### config.mk
export PLATFORM = sky130hd
export DESIGN_NAME = refill_counter_flat
export DESIGN_NICKNAME = d
export VERILOG_FILES = /design/src/rtl/icache_pkg.sv /design/src/rtl/icache_refill_if.sv /design/src/rtl/refill_counter.sv /design/src/flat_wrapper.sv
export SDC_FILE = /design/constraint.sdc
export NUM_CORES = 1
export LEC_CHECK = 0
export ABC_AREA = 1
export ABC_CLOCK_PERIOD_IN_PS = 1000
export BUFFER_PORTS_ARGS = -buffer_cell sky130_fd_sc_hd__buf_2
export CAP_MARGIN = 20
export CORE_AREA = 2 2 39 41
export CTS_CLUSTER_SIZE = 25
export DETAILED_ROUTE_END_ITERATION = 16
export DIE_AREA = 0 0 41 43
export GPL_TIMING_DRIVEN = 0
export PLACE_DENSITY = 0.46
export SETUP_SLACK_MARGIN = 0.15
export SYNTH_ARGS = -nofsm -noshare
export SYNTH_HDL_FRONTEND = slang
export SYNTH_SLANG_ARGS = --single-unit
### constraint.sdc
create_clock -name clk -period 1 [get_ports clk]
set_input_delay 0.05 -clock clk [delete_from_list [all_inputs] [get_ports clk]]
set_output_delay 0.05 -clock clk [all_outputs]
set_load 0.005 [all_outputs]
### src/rtl/icache_pkg.sv
`default_nettype none

package icache_pkg;

    // cache geometry, 4 ways x 64 sets x 64 bytes
    localparam int num_ways    = 4;
    localparam int num_sets    = 64;
    localparam int line_words  = 16;             // 32-bit words per line
    localparam int offset_bits = 6;              // byte offset in line
    localparam int index_bits  = 6;              // pc[11:6]
    localparam int tag_bits    = 20;             // pc[31:12]

    localparam int cookie_width_default = 32;

    // address-fetch exception code
    localparam logic [5:0] ecode_adef = 6'd8;

    // main control states
    typedef enum logic [2:0] {
        st_idle   = 3'd0,
        st_lookup = 3'd1,                        // tag compare, hit answered here
        st_miss   = 3'd2,                        // burst request pending
        st_refill = 3'd3,                        // collecting beats
        st_write  = 3'd4,                        // line and tag write
        st_resp   = 3'd5                         // miss response
    } icache_state_e;

endpackage

`default_nettype wire
### src/rtl/icache_refill_if.sv
`timescale 1ns/1ps
`default_nettype none

interface icache_refill_if;

    logic                                  beat_valid;    // accepted beat strobe
    logic [3:0]                            beat_idx;      // word slot in line
    logic [31:0]                           beat_data;
    logic                                  fill_finish;   // one cycle after last beat
    logic                                  refill_active; // fsm in st_refill
    logic [icache_pkg::line_words*32-1:0]  line;

    modport counter (
        input  refill_active,
        output beat_valid, beat_idx, fill_finish
    );

    modport buffer (
        input  beat_valid, beat_idx, beat_data,
        output line
    );

    modport ctrl (
        input  fill_finish,
        output refill_active
    );

endinterface

`default_nettype wire

### src/rtl/refill_counter.sv
`timescale 1ns/1ps
`default_nettype none

module refill_counter (
    input  logic              clk,
    input  logic              rst,
    input  logic              ret_valid,
    input  logic              ret_last,
    icache_refill_if.counter  refill
);

    logic [3:0] cnt_q;
    logic       finish_q;
    logic       beat;

    assign beat = refill.refill_active & ret_valid;

    always_ff @(posedge clk) begin
        if (rst) begin
            cnt_q    <= 4'd0;
            finish_q <= 1'b0;
        end else begin
            finish_q <= beat & (ret_last | (cnt_q == 4'd15));
            if (finish_q) begin
                cnt_q <= 4'd0;                           // ready for next line
            end else if (beat) begin
                cnt_q <= cnt_q + 4'd1;
            end
        end
    end

    assign refill.beat_valid  = beat;
    assign refill.beat_idx    = cnt_q;
    assign refill.fill_finish = finish_q;

endmodule

`default_nettype wire

### src/flat_wrapper.sv
// flat-port wrapper written by rule: the top's interface ports become plain ports
module refill_counter_flat 
  (clk, rst, ret_valid, ret_last, refill_refill_active, refill_beat_valid, refill_beat_idx, refill_fill_finish);
  icache_refill_if refill_i ();
  input  logic clk;
  input  logic rst;
  input  logic ret_valid;
  input  logic ret_last;
  input wire logic [$bits(refill_i.refill_active)-1:0] refill_refill_active;
  output wire logic [$bits(refill_i.beat_valid)-1:0] refill_beat_valid;
  output wire logic [$bits(refill_i.beat_idx)-1:0] refill_beat_idx;
  output wire logic [$bits(refill_i.fill_finish)-1:0] refill_fill_finish;
  assign refill_i.refill_active = refill_refill_active;
  assign refill_beat_valid = refill_i.beat_valid;
  assign refill_beat_idx = refill_i.beat_idx;
  assign refill_fill_finish = refill_i.fill_finish;
  refill_counter u_core (.clk(clk), .rst(rst), .ret_valid(ret_valid), .ret_last(ret_last), .refill(refill_i));
endmodule
**Word-level counts from Yosys, hierarchy flattened**

Index checks and enable logic that the tools add are counted.

- Equal/unequal tests: 1
- Bitwise gates (word level): 3
- Reduce and logical (&&, ||, !) cells: 1
- $add $sub $neg: 1

Operators by type and width:

| kind | number |
|---|---|
| 4-bit by 1-bit adder with 4-bit output, second input constant | 1 |
| 4-bit equality test, second input constant | 1 |
| 1-bit bitwise AND | 2 |
| 2-bit OR reduction | 1 |
| 1-bit OR | 1 |

- Input bits: 5
- Bits in registers: 5

**Depth between registers and ports, before layout**

Gate-level depths: netlist of the first run.

- Word-level depth: 3
- Depth in mapped cells: 6

**Least setup slack after synthesis of the first run**

Ideal clock, no wire load.

- Path kind: reg2reg
- Start: register u_core.cnt_q[1], in the netlist u_core.refill.beat_idx[1]
- End: register u_core.cnt_q[1], in the netlist u_core.refill.beat_idx[1]
- Path buffers: 0
- Setup time: 0.116 ns
- Clock period less this slack: 0.894 ns
- Data arrival time: 0.778 ns
- Cell stages (with the launch flop): 4
- Path slack: 0.106 ns
- Required time: 0.884 ns
- Cell sequence: dfxtp_1 -> ha_1 -> o21ai_0 -> nor2_1

- Longest elaborated chain between the ends: 1

RTL lines:

| item | line | source |
|---|---|---|
| start: declaration | refill_counter.sv:12 | `logic [3:0] cnt_q;` |
| start signal: assignment | refill_counter.sv:27 | `cnt_q <= cnt_q + 4'd1;` |
| 4-bit by 1-bit adder with 4-bit output | refill_counter.sv:27 |  |

No other way between the ends.
A chain may end at the register's enable or synchronous reset.

**Worst setup path in the final report of the first run**

- Start: register u_core.cnt_q[0], in the netlist u_core.refill.beat_idx[0]
- End: output port refill_beat_idx[0]

RTL lines:

| item | line | source |
|---|---|---|
| end: declaration | flat_wrapper.sv:11 | `output wire logic [$bits(refill_i.beat_idx)-1:0] refill_beat_idx;` |

No word-level cell between the ends.

==> impl_results.rst, run 1 <==
.. list-table::
   :header-rows: 1

   * - Metric
     - Value
   * - Outcome
     - completed
   * - Distinct cell type count of the synthesized netlist
     - 10
   * - Cell with the largest stage delay on the worst path
     - dfxtp_4
   * - Pin count of the biggest net entering global routing
     - 6
   * - Signed area change from the synthesized netlist to the final layout
     - 75.1%
   * - Warnings, synthesis
     - 0
   * - Wire length of the first global-routing pass
     - 890 um
   * - Final worst-path setup slack
     - ~140 ps
   * - Tightest slew margin relative to the limit
     - 88.9%
   * - Startpoint kind of the worst setup timing path
     - flop
   * - Summed instance area of the synthesized netlist
     - 231 um2
   * - Number of register bits inferred by synthesis
     - 5
   * - Final net count
     - 57
   * - First-pass detailed-route iteration total
     - 2
   * - Cell Chain, Critical Path
     - buf_6 > buf_6
   * - Delay of the slowest cell on the worst path
     - 350 ps
   * - Antenna violations before repair
     - 0
   * - Worst endpoint required time
     - 950 ps
   * - Total non-filler cell area in the finished layout
     - a little over 400 um2
   * - TritonCTS clock tree
     - yes
   * - Worst Hold Class
     - in2reg
   * - Placeable core area
     - ~0.0014 mm2
   * - Clock tree sinks
     - 5
   * - Worst EP arrival
     - just over 800 ps
   * - Max Fclk
     - 1160 MHz
   * - Most common cell after layout, fill and taps aside
     - buf_2
   * - Simple-gate portion of the synthesized area
     - 33.0%
   * - Maximum Capacitance Violations
     - 0
   * - Startpoint-to-endpoint class of the critical path
     - reg2out
   * - Synth area leader
     - dfxtp_1
   * - Final max-slew violation count
     - 0
   * - Remaining DRCs
     - 0
   * - Area after detailed placement
     - 303 um2
   * - Max H-tree Level
     - 1
   * - Area of the die
     - between 0.0015 and 0.002 mm2
   * - Core Util, Final
     - between 20 and 30%
   * - Floorplan die width
     - 41 um
   * - Number of buffers added by the clock tree synthesis step
     - 3
   * - Worst setup EP type
     - output port
   * - Biggest fanout along the worst timing path
     - 3
   * - Final critical-path share of the clock period
     - 86.0%
   * - Most used cells in the layout excluding fill and tap cells
     - buf_2 (9), nand2_1 (6), nor2_1 (5), inv_1 (4), clkbuf_4 (3)
   * - Final total power
     - 0.525 mW
   * - Count of input and output buffers
     - 10
   * - Residual antenna-violating net count after detailed routing
     - 0
   * - Site row count
     - 14
   * - Synth Area in Compound Gates
     - 8.65%
   * - Most common cell type on the critical path
     - buf_6
   * - Pleak
     - slightly below 0.2 nW
   * - Share of cell area taken by muxes after synthesis
     - 0%
   * - Number of diodes
     - 0
   * - Placer Congestion
     - a little under 0.7
   * - Via Count
     - about 270
   * - Fraction of synthesized cell area taken by the top area cell type
     - a little over two fifths
   * - Initial core utilization
     - between 15 and 20%
   * - WL final
     - between 500 and 600 um
   * - CTS Root Cell
     - clkbuf_4
   * - Clock edge transition at the registers on the reported setup and hold paths
     - 50 ps
   * - Pre-CTS worst setup slack
     - 111 ps
   * - Setup tns final
     - 0 ps
   * - Fraction of final layout cells sized beyond drive strength 1
     - 54.0%
   * - Actual transition at the worst max-transition pin
     - about 170 ps
   * - Chip height
     - around 43 um
   * - Worst Hold Slack
     - 81.2 ps
   * - Main combinational cell family by area after synthesis
     - simple AND/OR/NAND/NOR gates
   * - Top cells by area, synth
     - dfxtp_1 (43%), nor2_1 (11%), nand2_1 (9.7%)
   * - Hold violation count in the final report
     - 0
   * - Final-report setup violation count
     - 0
   * - Synth Net Count
     - 40
   * - Tot GR Track Use
     - roughly 8.1%
   * - Via/cell ratio
     - slightly above 4
   * - Power density over cell area
     - 1290 mW/mm2
   * - Vias in the first global route
     - 238
   * - Post-route clock skew
     - 6.56 ps
   * - Number of DRC markers in iteration 0
     - 3
   * - Highest ir drop seen on vdd
     - roughly 0.40 mV
   * - Post-synthesis adder-cell area fraction
     - under 10%
   * - Average wire length per cell after detail routing
     - 8.94 um
   * - Clock network latency to the later pin of the worst-skew pair
     - between 200 and 250 ps
   * - Cell count after placement
     - 60
   * - Min cycle time layout
     - 860 ps
   * - I/O pins
     - 11
   * - Post-Synth XOR/XNOR Area
     - 0%
   * - Bufs on Longest Clock Path
     - 2
   * - Sequential area share after synthesis
     - 43.2%
   * - Per-instance average area after synthesis
     - 6.81 um2
   * - Post-synthesis cell count
     - 34
   * - Layout Cells excl Fill
     - 66
   * - RSZ-0062 raised after global routing
     - true
   * - Global route total overflow
     - 0
[worst paths after layout]
path                                                        startpoint                                      to  slack (ps)  cells after the start
worst max-delay path            u_core.refill.beat_idx[0]$_SDFFE_PP0P_                      refill_beat_idx[0]         140                      2
worst min-delay path                                               rst  u_core.refill.beat_idx[1]$_SDFFE_PP0P_          80                      4
worst max register to register  u_core.refill.beat_idx[1]$_SDFFE_PP0P_  u_core.refill.beat_idx[1]$_SDFFE_PP0P_         170                      3
worst min register to register  u_core.refill.beat_idx[1]$_SDFFE_PP0P_  u_core.refill.beat_idx[1]$_SDFFE_PP0P_         530                      2
[Yosys cell counts]
cell type and count:
ha_1 1, nand3_1 3, inv_1 5, nand2_2 2
o21ai_0 2, dfxtp_1 5, nand2_1 6, inv_2 1
a21oi_1 2, nor2_1 7
[kinds of logic after synthesis]
| group | after synthesis |
|---|---|
| DFF | 5 |
| buffers and inverters | 6 |
| and+or+nand+nor | 18 |
| AOI/OAI and AO/OA | 4 |
| adders and majority gates | 1 |
[cell type report]
class | instances | area [um2]
well taps | 16 | 20.0
multi-input cells | 23 | 150
clock buffers | 4 | 26.3
repair buffers | 12 | 77.6
inverters | 6 | 22.5
fillers | 153 | 978
flip-flops and latches | 5 | 109
[power breakdown]
part           internal, mW  switching (mW)  total [mW]
sequential            0.206         0.00952       0.216
combinational        0.0399          0.0346      0.0745
clock                 0.151          0.0839       0.235
total                 0.397           0.128       0.525
[registers in the layout, summed over array words and instances (netlist names)]
register / cells
u_core.refill.fill_finish: 1
u_core.refill.beat_idx: 4
[worst max-delay path, delay by kind of cell (launching register included)]
| kind | cells | cell delay, ps |
|---|---|---|
| buf+inv | 2 | 210 |
| flops | 1 | 350 |
[timing repair]
action,CTS,global route
setup buffers,1,0
hold buffers,1,0
endpoints found under the setup margin,5,6
pin swaps,0,6
hold endpoints to repair,1,0
resized for setup,3,13
[metal layers]
layer	share of wire, %	GRT usage [%]	vias up
met5	0	0	-
met4	1.4	10.0	0
met3	6.6	3.66	2
met2	52	10.3	6
met1	40	8.41	123
li1	-	-	138
Power figures use the tool's default switching activity.
==> run 2: changes to the inputs <==
ABC_AREA = unset   (was 1)
PLACE_DENSITY = 0.44   (was 0.46)
==> run 2 against run 1 <==
- worst setup slack lost 130 ps
- first-iteration DRC count is the same
- synthesized area shrank 9.2%
- clock skew shrank 5.0 ps
- cell area shrank 0.62%
- sequential share of layout area grew 0.48 points
- largest power group unchanged
- highest routed layer unchanged
==> impl_results.rst, run 2 <==
.. list-table::
   :header-rows: 1

   * - Metric
     - Value
   * - Hold violation count in the final report
     - 0 (unchanged)
   * - Clock tree sinks
     - 5 (unchanged)
   * - Number of enable flip-flop cells after synthesis
     - 0 (unchanged)
   * - Tot GR Track Use
     - 7.82% (-0.33 points)
   * - Post-synthesis cell count
     - 21 (-38%)
   * - Via Count
     - 227 (-16%)
   * - Cell count after placement
     - 47 (-22%)
   * - Final max-slew violation count
     - 0 (unchanged)
   * - Worst Hold Class
     - in2reg
   * - Clock group share of total power
     - 45.8% (+1.1 points)
   * - TritonCTS clock tree
     - yes
   * - Number of buffers added by the clock tree synthesis step
     - 3 (unchanged)
   * - R2R setup slack
     - 7 ps (-160 ps)
   * - Cell Chain, Critical Path
     - nand3_2 > or3_1 > a211oi_2
   * - Max Fclk
     - 1010 MHz (-13%)
   * - Min cycle time layout
     - 993 ps (+133 ps)
   * - Startpoint of the most critical setup path
     - u_core.refill.beat_idx[1]$_SDFFE_PP0P_
   * - Vias in the first global route
     - 198 (-17%)
   * - Maximum Capacitance Violations
     - 0 (unchanged)
   * - Pleak
     - 0.184 nW (-4.3%)
   * - Highest ir drop seen on vdd
     - 0.507 mV (+27%)
   * - Outcome
     - completed
   * - Top cells by area, synth
     - dfxtp_1 (48%), nor3_1 (9.5%), xor2_1 (8.3%)
   * - Remaining DRCs
     - 0 (unchanged)
   * - Antenna violations before repair
     - 0 (unchanged)
   * - Net switching power
     - 0.116 mW (-9.2%)
   * - Fraction of synthesized cell area taken by the top area cell type
     - 47.6% (+4.4 points)
   * - Final-report setup violation count
     - 0 (unchanged)
   * - Critical path capture point
     - u_core.refill.beat_idx[3]$_SDFFE_PP0P_
   * - Number of register bits inferred by synthesis
     - 5 (unchanged)
   * - Worst Hold Slack
     - 40.3 ps (-40.9 ps)
   * - First-pass detailed-route iteration total
     - 4 (+2)
   * - Power density over cell area
     - 1270 mW/mm2 (-1.9%)
   * - Synth Net Count
     - 27 (-33%)
   * - Net switching fraction of the power
     - 22.7% (-1.7 points)
   * - Signed area change from the synthesized netlist to the final layout
     - 91.7%
   * - Initial core utilization
     - 15.2% (-1.5 points)
   * - Summed instance area of the synthesized netlist
     - 210 um2 (-9.2%)
   * - WL final
     - 560 um (-5.1%)
   * - Bufs and invs on worst path
     - 0 (-2)
   * - Average wire length per cell after detail routing
     - 9.82 um (+9.9%)
   * - Site row count
     - 14 (unchanged)
   * - Area of the die
     - 0.00176 mm2 (unchanged)
   * - RSZ-0062 raised after global routing
     - true
   * - Clock network latency to the later pin of the worst-skew pair
     - 240 ps (about the same)
   * - Post-route clock skew
     - 1.54 ps (-5.02 ps)
   * - Per-instance average area after synthesis
     - 10.0 um2 (+47%)
   * - Chip height
     - 43 um (unchanged)
   * - Synth area leader
     - dfxtp_1
   * - Core Util, Final
     - 29.1% (-0.18 points)
   * - Placeable core area
     - 0.00138 mm2 (unchanged)
   * - Placer Congestion
     - 0.638 (-8.1%)
   * - Warnings, synthesis
     - 0 (unchanged)
   * - Actual transition at the worst max-transition pin
     - 114 ps (-52.1 ps)
   * - R2R Path Start
     - u_core.refill.beat_idx[1]$_SDFFE_PP0P_
   * - Cell with the largest stage delay on the worst path
     - dfxtp_4
   * - Cell family with the largest share of critical-path delay
     - simple AND/OR/NAND/NOR gates
   * - Max H-tree Level
     - 1 (unchanged)
   * - Final worst-path setup slack
     - 7.13 ps (-133 ps)
   * - Leading cell types by count after synthesis
     - dfxtp_1 (5), nor3_1 (4), nand3_1 (2), xor2_1 (2)
   * - Biggest fanout along the worst timing path
     - 3 (unchanged)
   * - Fraction of final layout cells sized beyond drive strength 1
     - 65.9% (+12 points)
   * - Sum of net half-perimeters after detailed placement
     - 385 um
   * - Post-synthesis async set-or-reset flop share
     - 0% (unchanged)
   * - Worst endpoint required time
     - 1170 ps (+220 ps)
   * - Global route total overflow
     - 0 (unchanged)
   * - Most common cell in the synthesized netlist
     - dfxtp_1
   * - Floorplan die width
     - 41 um (unchanged)
   * - End of the worst register-to-register path
     - u_core.refill.beat_idx[3]$_SDFFE_PP0P_
   * - Delay of the slowest cell on the worst path
     - 350 ps (about the same)
   * - Number of diodes
     - 0 (unchanged)
   * - Count of input and output buffers
     - 10 (unchanged)
   * - Fillers
     - 158 (+3.3%)
   * - Residual antenna-violating net count after detailed routing
     - 0 (unchanged)
   * - Worst EP arrival
     - 1160 ps (+350 ps)
   * - Most used cells in the layout excluding fill and tap cells
     - buf_2 (7), buf_6 (7), nor3_1 (4), clkbuf_4 (3)
   * - Cell internal pwr
     - 0.396 mW (-0.28%)
   * - Startpoint kind of the worst setup timing path
     - flop
   * - Flip-flop count of the largest register after layout
     - 4 (unchanged)
   * - Worst setup EP type
     - flop
   * - Final critical-path share of the clock period
     - 99.3% (+13 points)
   * - Startpoint-to-endpoint class of the critical path
     - reg2reg
   * - Final net count
     - 48 (-16%)
   * - Levels on crit path
     - 3 (+1)
   * - Via/cell ratio
     - 3.98 (-2.3%)
   * - Worst reg-to-reg path cell count
     - 3 (unchanged)
   * - Post-synth top flop
     - dfxtp_1
   * - Pin count of the biggest net entering global routing
     - 7 (+1)
   * - Number of DRC markers in iteration 0
     - 3 (unchanged)
   * - I/O pins
     - 11 (unchanged)
   * - Multi-input gate area
     - 114 um2 (-24%)
   * - Pre-CTS worst setup slack
     - -32.8 ps (-144 ps)
   * - Bufs on Longest Clock Path
     - 2 (unchanged)
   * - Wire length of the first global-routing pass
     - 883 um (-0.79%)
   * - Tightest slew margin relative to the limit
     - 92.2% (+3.3 points)
   * - Relative contribution of combinational cells to total power
     - 12.8% (-1.4 points)
   * - Clock edge transition at the registers on the reported setup and hold paths
     - 40 ps (about the same)
   * - Seq pwr share
     - 41.3% (+0.2 points)
   * - Area of all sequential standard cells
     - 110 um2 (+1.2%)
   * - CTS Root Cell
     - clkbuf_4
   * - Layout Cells excl Fill
     - 57 (-14%)
   * - Sequential area share after synthesis
     - 47.6% (+4.4 points)
   * - Distinct cell type count of the synthesized netlist
     - 12 (+2)
run 2: logic make-up after synthesis:
kind of cell	Yosys count	share of synthesized area, %
fa+ha+maj	1	5.95
simple gates	8	20.2
compound gates	3	11.3
buf+inv	1	1.78
xor+xnor	2	8.33
mux	1	4.76
flops	5	47.6
run 2: final cells by class:
type | count | area share (%)
Multi-Input combinational cell | 15 | 28.3
Inverter | 1 | 0.932
Clock buffer | 4 | 6.52
Tap cell | 16 | 4.97
Timing Repair Buffer | 16 | 32.0
Sequential cell | 5 | 27.3
run 2: what timing repair did:
item | CTS | global route
hold buffers | 0 | 0
setup buffers | 3 | 3
setup endpoints to repair | 5 | 8
pin swaps | 2 | 2
gates resized for setup | 2 | 9
run 2: power by group through the flow:
stage	sequential, mW	clock [mW]	combinational (mW)
after global placement	0.219	0	0.0392
after floorplan	0.218	0	0.0163
after detailed placement	0.219	0	0.0391
final	0.212	0.235	0.0657
after global routing	0.212	0.259	0.0726
after CTS	0.213	0.247	0.0481
run 2: through the flow:
stage	instance area (um2)	total power, mW	TNS [ps]
floorplan	219	0.235	-11.3
global placement	289	0.258	-36.0
detailed placement	289	0.258	-32.8
CTS	342	0.508	0
global route	403	0.544	-134
finish	403	0.512	0
run 2: per-layer routing:
layer	up-vias	wire length [um]	GRT usage (%)	share of wire, %
met3	2	72	3.14	13
met5	-	0	0	0
li1	116	-	-	-
met4	0	16	8.00	2.9
met1	96	273	12.5	49
met2	13	197	6.56	35
run 2: worst min path at each step:
| stage | from | end | slack (ps) | cells after the start |
|---|---|---|---|---|
| 3_3_place_gp | rst | u_core.refill.beat_idx[3]$_SDFFE_PP0P_ | 290 | 2 |
| 6_report | rst | u_core.refill.beat_idx[3]$_SDFFE_PP0P_ | 40 | 2 |
| 5_1_grt | rst | u_core.refill.beat_idx[1]$_SDFFE_PP0P_ | 50 | 2 |
| 3_5_place_dp | rst | u_core.refill.beat_idx[3]$_SDFFE_PP0P_ | 290 | 2 |
| 2_1_floorplan | rst | u_core.refill.beat_idx[3]$_SDFFE_PP0P_ | 110 | 1 |
| 4_1_cts | rst | u_core.refill.beat_idx[3]$_SDFFE_PP0P_ | 40 | 2 |
==> run 3: changes to the inputs <==
GPL_TIMING_DRIVEN = unset   (was 0)
==> run 3 against run 2 <==
- the flow now finishes with violations (negative setup slack)
- via count decreased by 0.44%
- first-iteration DRC count down 100%
- routed wire length unchanged
- utilization is 0.27 points higher
==> impl_results.rst, run 3 (synthesis gave the netlist of run 2 again) <==
.. list-table::
   :header-rows: 1

   * - Metric
     - Value
   * - Outcome
     - complete, but fails checks
   * - Violated checks
     - negative setup slack
   * - Worst reg-to-reg path cell count
     - 3 (unchanged)
   * - Highest ir drop seen on vdd
     - 0.529 mV (+4.3%)
   * - Cell with the largest stage delay on the worst path
     - dfxtp_4
   * - Final worst-path setup slack
     - -5.85 ps (-13.0 ps)
   * - Total non-filler cell area in the finished layout
     - 407 um2 (+0.93%)
   * - Cell family with the largest share of critical-path delay
     - simple AND/OR/NAND/NOR gates
   * - Sum of net half-perimeters after detailed placement
     - 430 um (+12%)
   * - Hold violation count in the final report
     - 0 (unchanged)
   * - Number of buffers added by the clock tree synthesis step
     - 3 (unchanged)
   * - Core Util, Final
     - 29.4% (+0.27 points)
   * - Area of the die
     - 0.00176 mm2 (unchanged)
   * - Antenna violations before repair
     - 0 (unchanged)
   * - Max H-tree Level
     - 1 (unchanged)
   * - # hold bufs at CTS
     - 0 (unchanged)
   * - Fraction of final layout cells sized beyond drive strength 1
     - 68.3% (+2.4 points)
   * - Min cycle time layout
     - 1010 ps (+13.0 ps)
   * - Wire length of the first global-routing pass
     - 800 um (-9.4%)
   * - Post-route clock skew
     - 2.57 ps (+1.03 ps)
   * - Pleak
     - 0.181 nW (-1.4%)
   * - Via Count
     - 226 (-0.44%)
   * - Maximum Capacitance Violations
     - 0 (unchanged)
   * - Placeable core area
     - 0.00138 mm2 (unchanged)
   * - R2R Path Start
     - u_core.refill.beat_idx[1]$_SDFFE_PP0P_
   * - Levels on crit path
     - 3 (unchanged)
   * - Power density over cell area
     - 1240 mW/mm2 (-2.3%)
   * - Average wire length per cell after detail routing
     - 9.82 um (unchanged)
   * - Global route total overflow
     - 0 (unchanged)
   * - Pre-CTS worst setup slack
     - -20.4 ps (+12.3 ps)
   * - Bufs on Longest Clock Path
     - 2 (unchanged)
   * - Floorplan die width
     - 41 um (unchanged)
   * - End of the worst hold path
     - u_core.refill.beat_idx[3]$_SDFFE_PP0P_
   * - Startpoint kind of the worst setup timing path
     - flop
   * - Cell Chain, Critical Path
     - nand3_2 > or3_1 > a211oi_2
   * - Initial core utilization
     - 15.2% (unchanged)
   * - Biggest fanout along the worst timing path
     - 3 (unchanged)
   * - Startpoint-to-endpoint class of the critical path
     - reg2reg
   * - Final max-slew violation count
     - 0 (unchanged)
   * - CTS Root Cell
     - clkbuf_4
   * - Clock tree sinks
     - 5 (unchanged)
   * - Clock edge transition at the registers on the reported setup and hold paths
     - 40 ps (about the same)
   * - Startpoint of the worst hold path
     - rst
   * - Residual antenna-violating net count after detailed routing
     - 0 (unchanged)
   * - Actual transition at the worst max-transition pin
     - 211 ps (+97.2 ps)
   * - Tot GR Track Use
     - 6.93% (-0.90 points)
   * - Cells on Worst Hold Path
     - 2 (unchanged)
   * - Layout Cells excl Fill
     - 57 (unchanged)
   * - Area after detailed placement
     - 334 um2 (+16%)
   * - Flip-flop count of the largest register after layout
     - 4 (unchanged)
   * - R2R setup slack
     - -6 ps (about the same)
   * - Worst endpoint required time
     - 1160 ps (about the same)
   * - Cell count after placement
     - 53 (+13%)
   * - Final net count
     - 48 (unchanged)
   * - RSZ-0062 raised after global routing
     - true
   * - Number of DRC markers in iteration 0
     - 0 (-3)
   * - Final total power
     - 0.505 mW (-1.4%)
   * - Signed area change from the synthesized netlist to the final layout
     - 93.5%
   * - Pin count of the biggest net entering global routing
     - 6 (-1)
   * - Delay of the slowest cell on the worst path
     - 360 ps (about the same)
   * - I/O pins
     - 11 (unchanged)
   * - Setup tns final
     - -5.85 ps (-5.85 ps)
   * - WL final
     - 560 um (unchanged)
   * - Worst Hold Slack
     - 43.1 ps (+2.86 ps)
   * - Worst Hold Class
     - in2reg
   * - Clock network latency to the later pin of the worst-skew pair
     - 240 ps (about the same)
   * - Placer Congestion
     - 0.589 (-7.7%)
   * - Vias in the first global route
     - 204 (+3.0%)
   * - First-pass detailed-route iteration total
     - 1 (-3)
   * - Chip height
     - 43 um (unchanged)
   * - Most used cells in the layout excluding fill and tap cells
     - buf_2 (8), buf_4 (5), nor3_1 (4), clkbuf_4 (3), buf_6 (3)
   * - Worst EP arrival
     - 1170 ps (about the same)
   * - End of the worst register-to-register path
     - u_core.refill.beat_idx[3]$_SDFFE_PP0P_
   * - Number of diodes
     - 0 (unchanged)
   * - Final critical-path share of the clock period
     - 101% (+1.3 points)
   * - Tightest slew margin relative to the limit
     - 85.9% (-6.3 points)
   * - Final-report setup violation count
     - 1 (+1)
   * - Most common cell after layout, fill and taps aside
     - buf_2
   * - Remaining DRCs
     - 0 (unchanged)
   * - Max Fclk
     - 994 MHz (-1.3%)
   * - Via/cell ratio
     - 3.96 (-0.44%)
   * - Post-CTS setup buffers
     - 0 (-3)
   * - Site row count
     - 14 (unchanged)
   * - Count of input and output buffers
     - 10 (unchanged)
   * - Bufs and invs on worst path
     - 0 (unchanged)
   * - Worst setup EP type
     - flop
   * - TritonCTS clock tree
     - yes
-- run 3: cell counts in the layout (fill, tap and decap cells not counted) --
Identical to the previous run, type by type.
-- run 3: final cells by class --
| type | instances | area, um2 |
|---|---|---|
| fillers | 145 | 977 |
| multi-input cells | 15 | 136 |
| flip-flops and latches | 5 | 109 |
| clock buffers | 4 | 26.3 |
| well taps | 16 | 20.0 |
| inverters | 1 | 3.75 |
| repair buffers | 16 | 111 |
-- run 3: where the power goes --
part | switching (mW) | internal [mW] | leakage (nW)
clock | 0.0807 | 0.151 | 0.0150
combinational | 0.0266 | 0.0335 | 0.124
sequential | 0.00890 | 0.205 | 0.0425
total | 0.116 | 0.389 | 0.181
-- run 3: worst max-delay path by stage --
stage                                            from                                     end
2_1_floorplan  u_core.refill.beat_idx[2]$_SDFFE_PP0P_  u_core.refill.beat_idx[3]$_SDFFE_PP0P_
3_3_place_gp   u_core.refill.beat_idx[0]$_SDFFE_PP0P_  u_core.refill.beat_idx[2]$_SDFFE_PP0P_
3_5_place_dp   u_core.refill.beat_idx[1]$_SDFFE_PP0P_  u_core.refill.beat_idx[3]$_SDFFE_PP0P_
4_1_cts        u_core.refill.beat_idx[1]$_SDFFE_PP0P_  u_core.refill.beat_idx[3]$_SDFFE_PP0P_
5_1_grt        u_core.refill.beat_idx[1]$_SDFFE_PP0P_  u_core.refill.beat_idx[3]$_SDFFE_PP0P_
6_report       u_core.refill.beat_idx[1]$_SDFFE_PP0P_  u_core.refill.beat_idx[3]$_SDFFE_PP0P_
-- run 3: per-layer routing --
layer,track usage (%),wire length [um],vias to the layer above
met3,3.14,53,0
met4,4.00,0,0
met2,8.75,208,11
met1,9.32,298,96
li1,-,-,119
met5,0,0,-
-- run 3: what timing repair did --
item	in CTS	in global routing
pin swaps	2	1
setup endpoints to repair	9	10
resized for setup	3	6
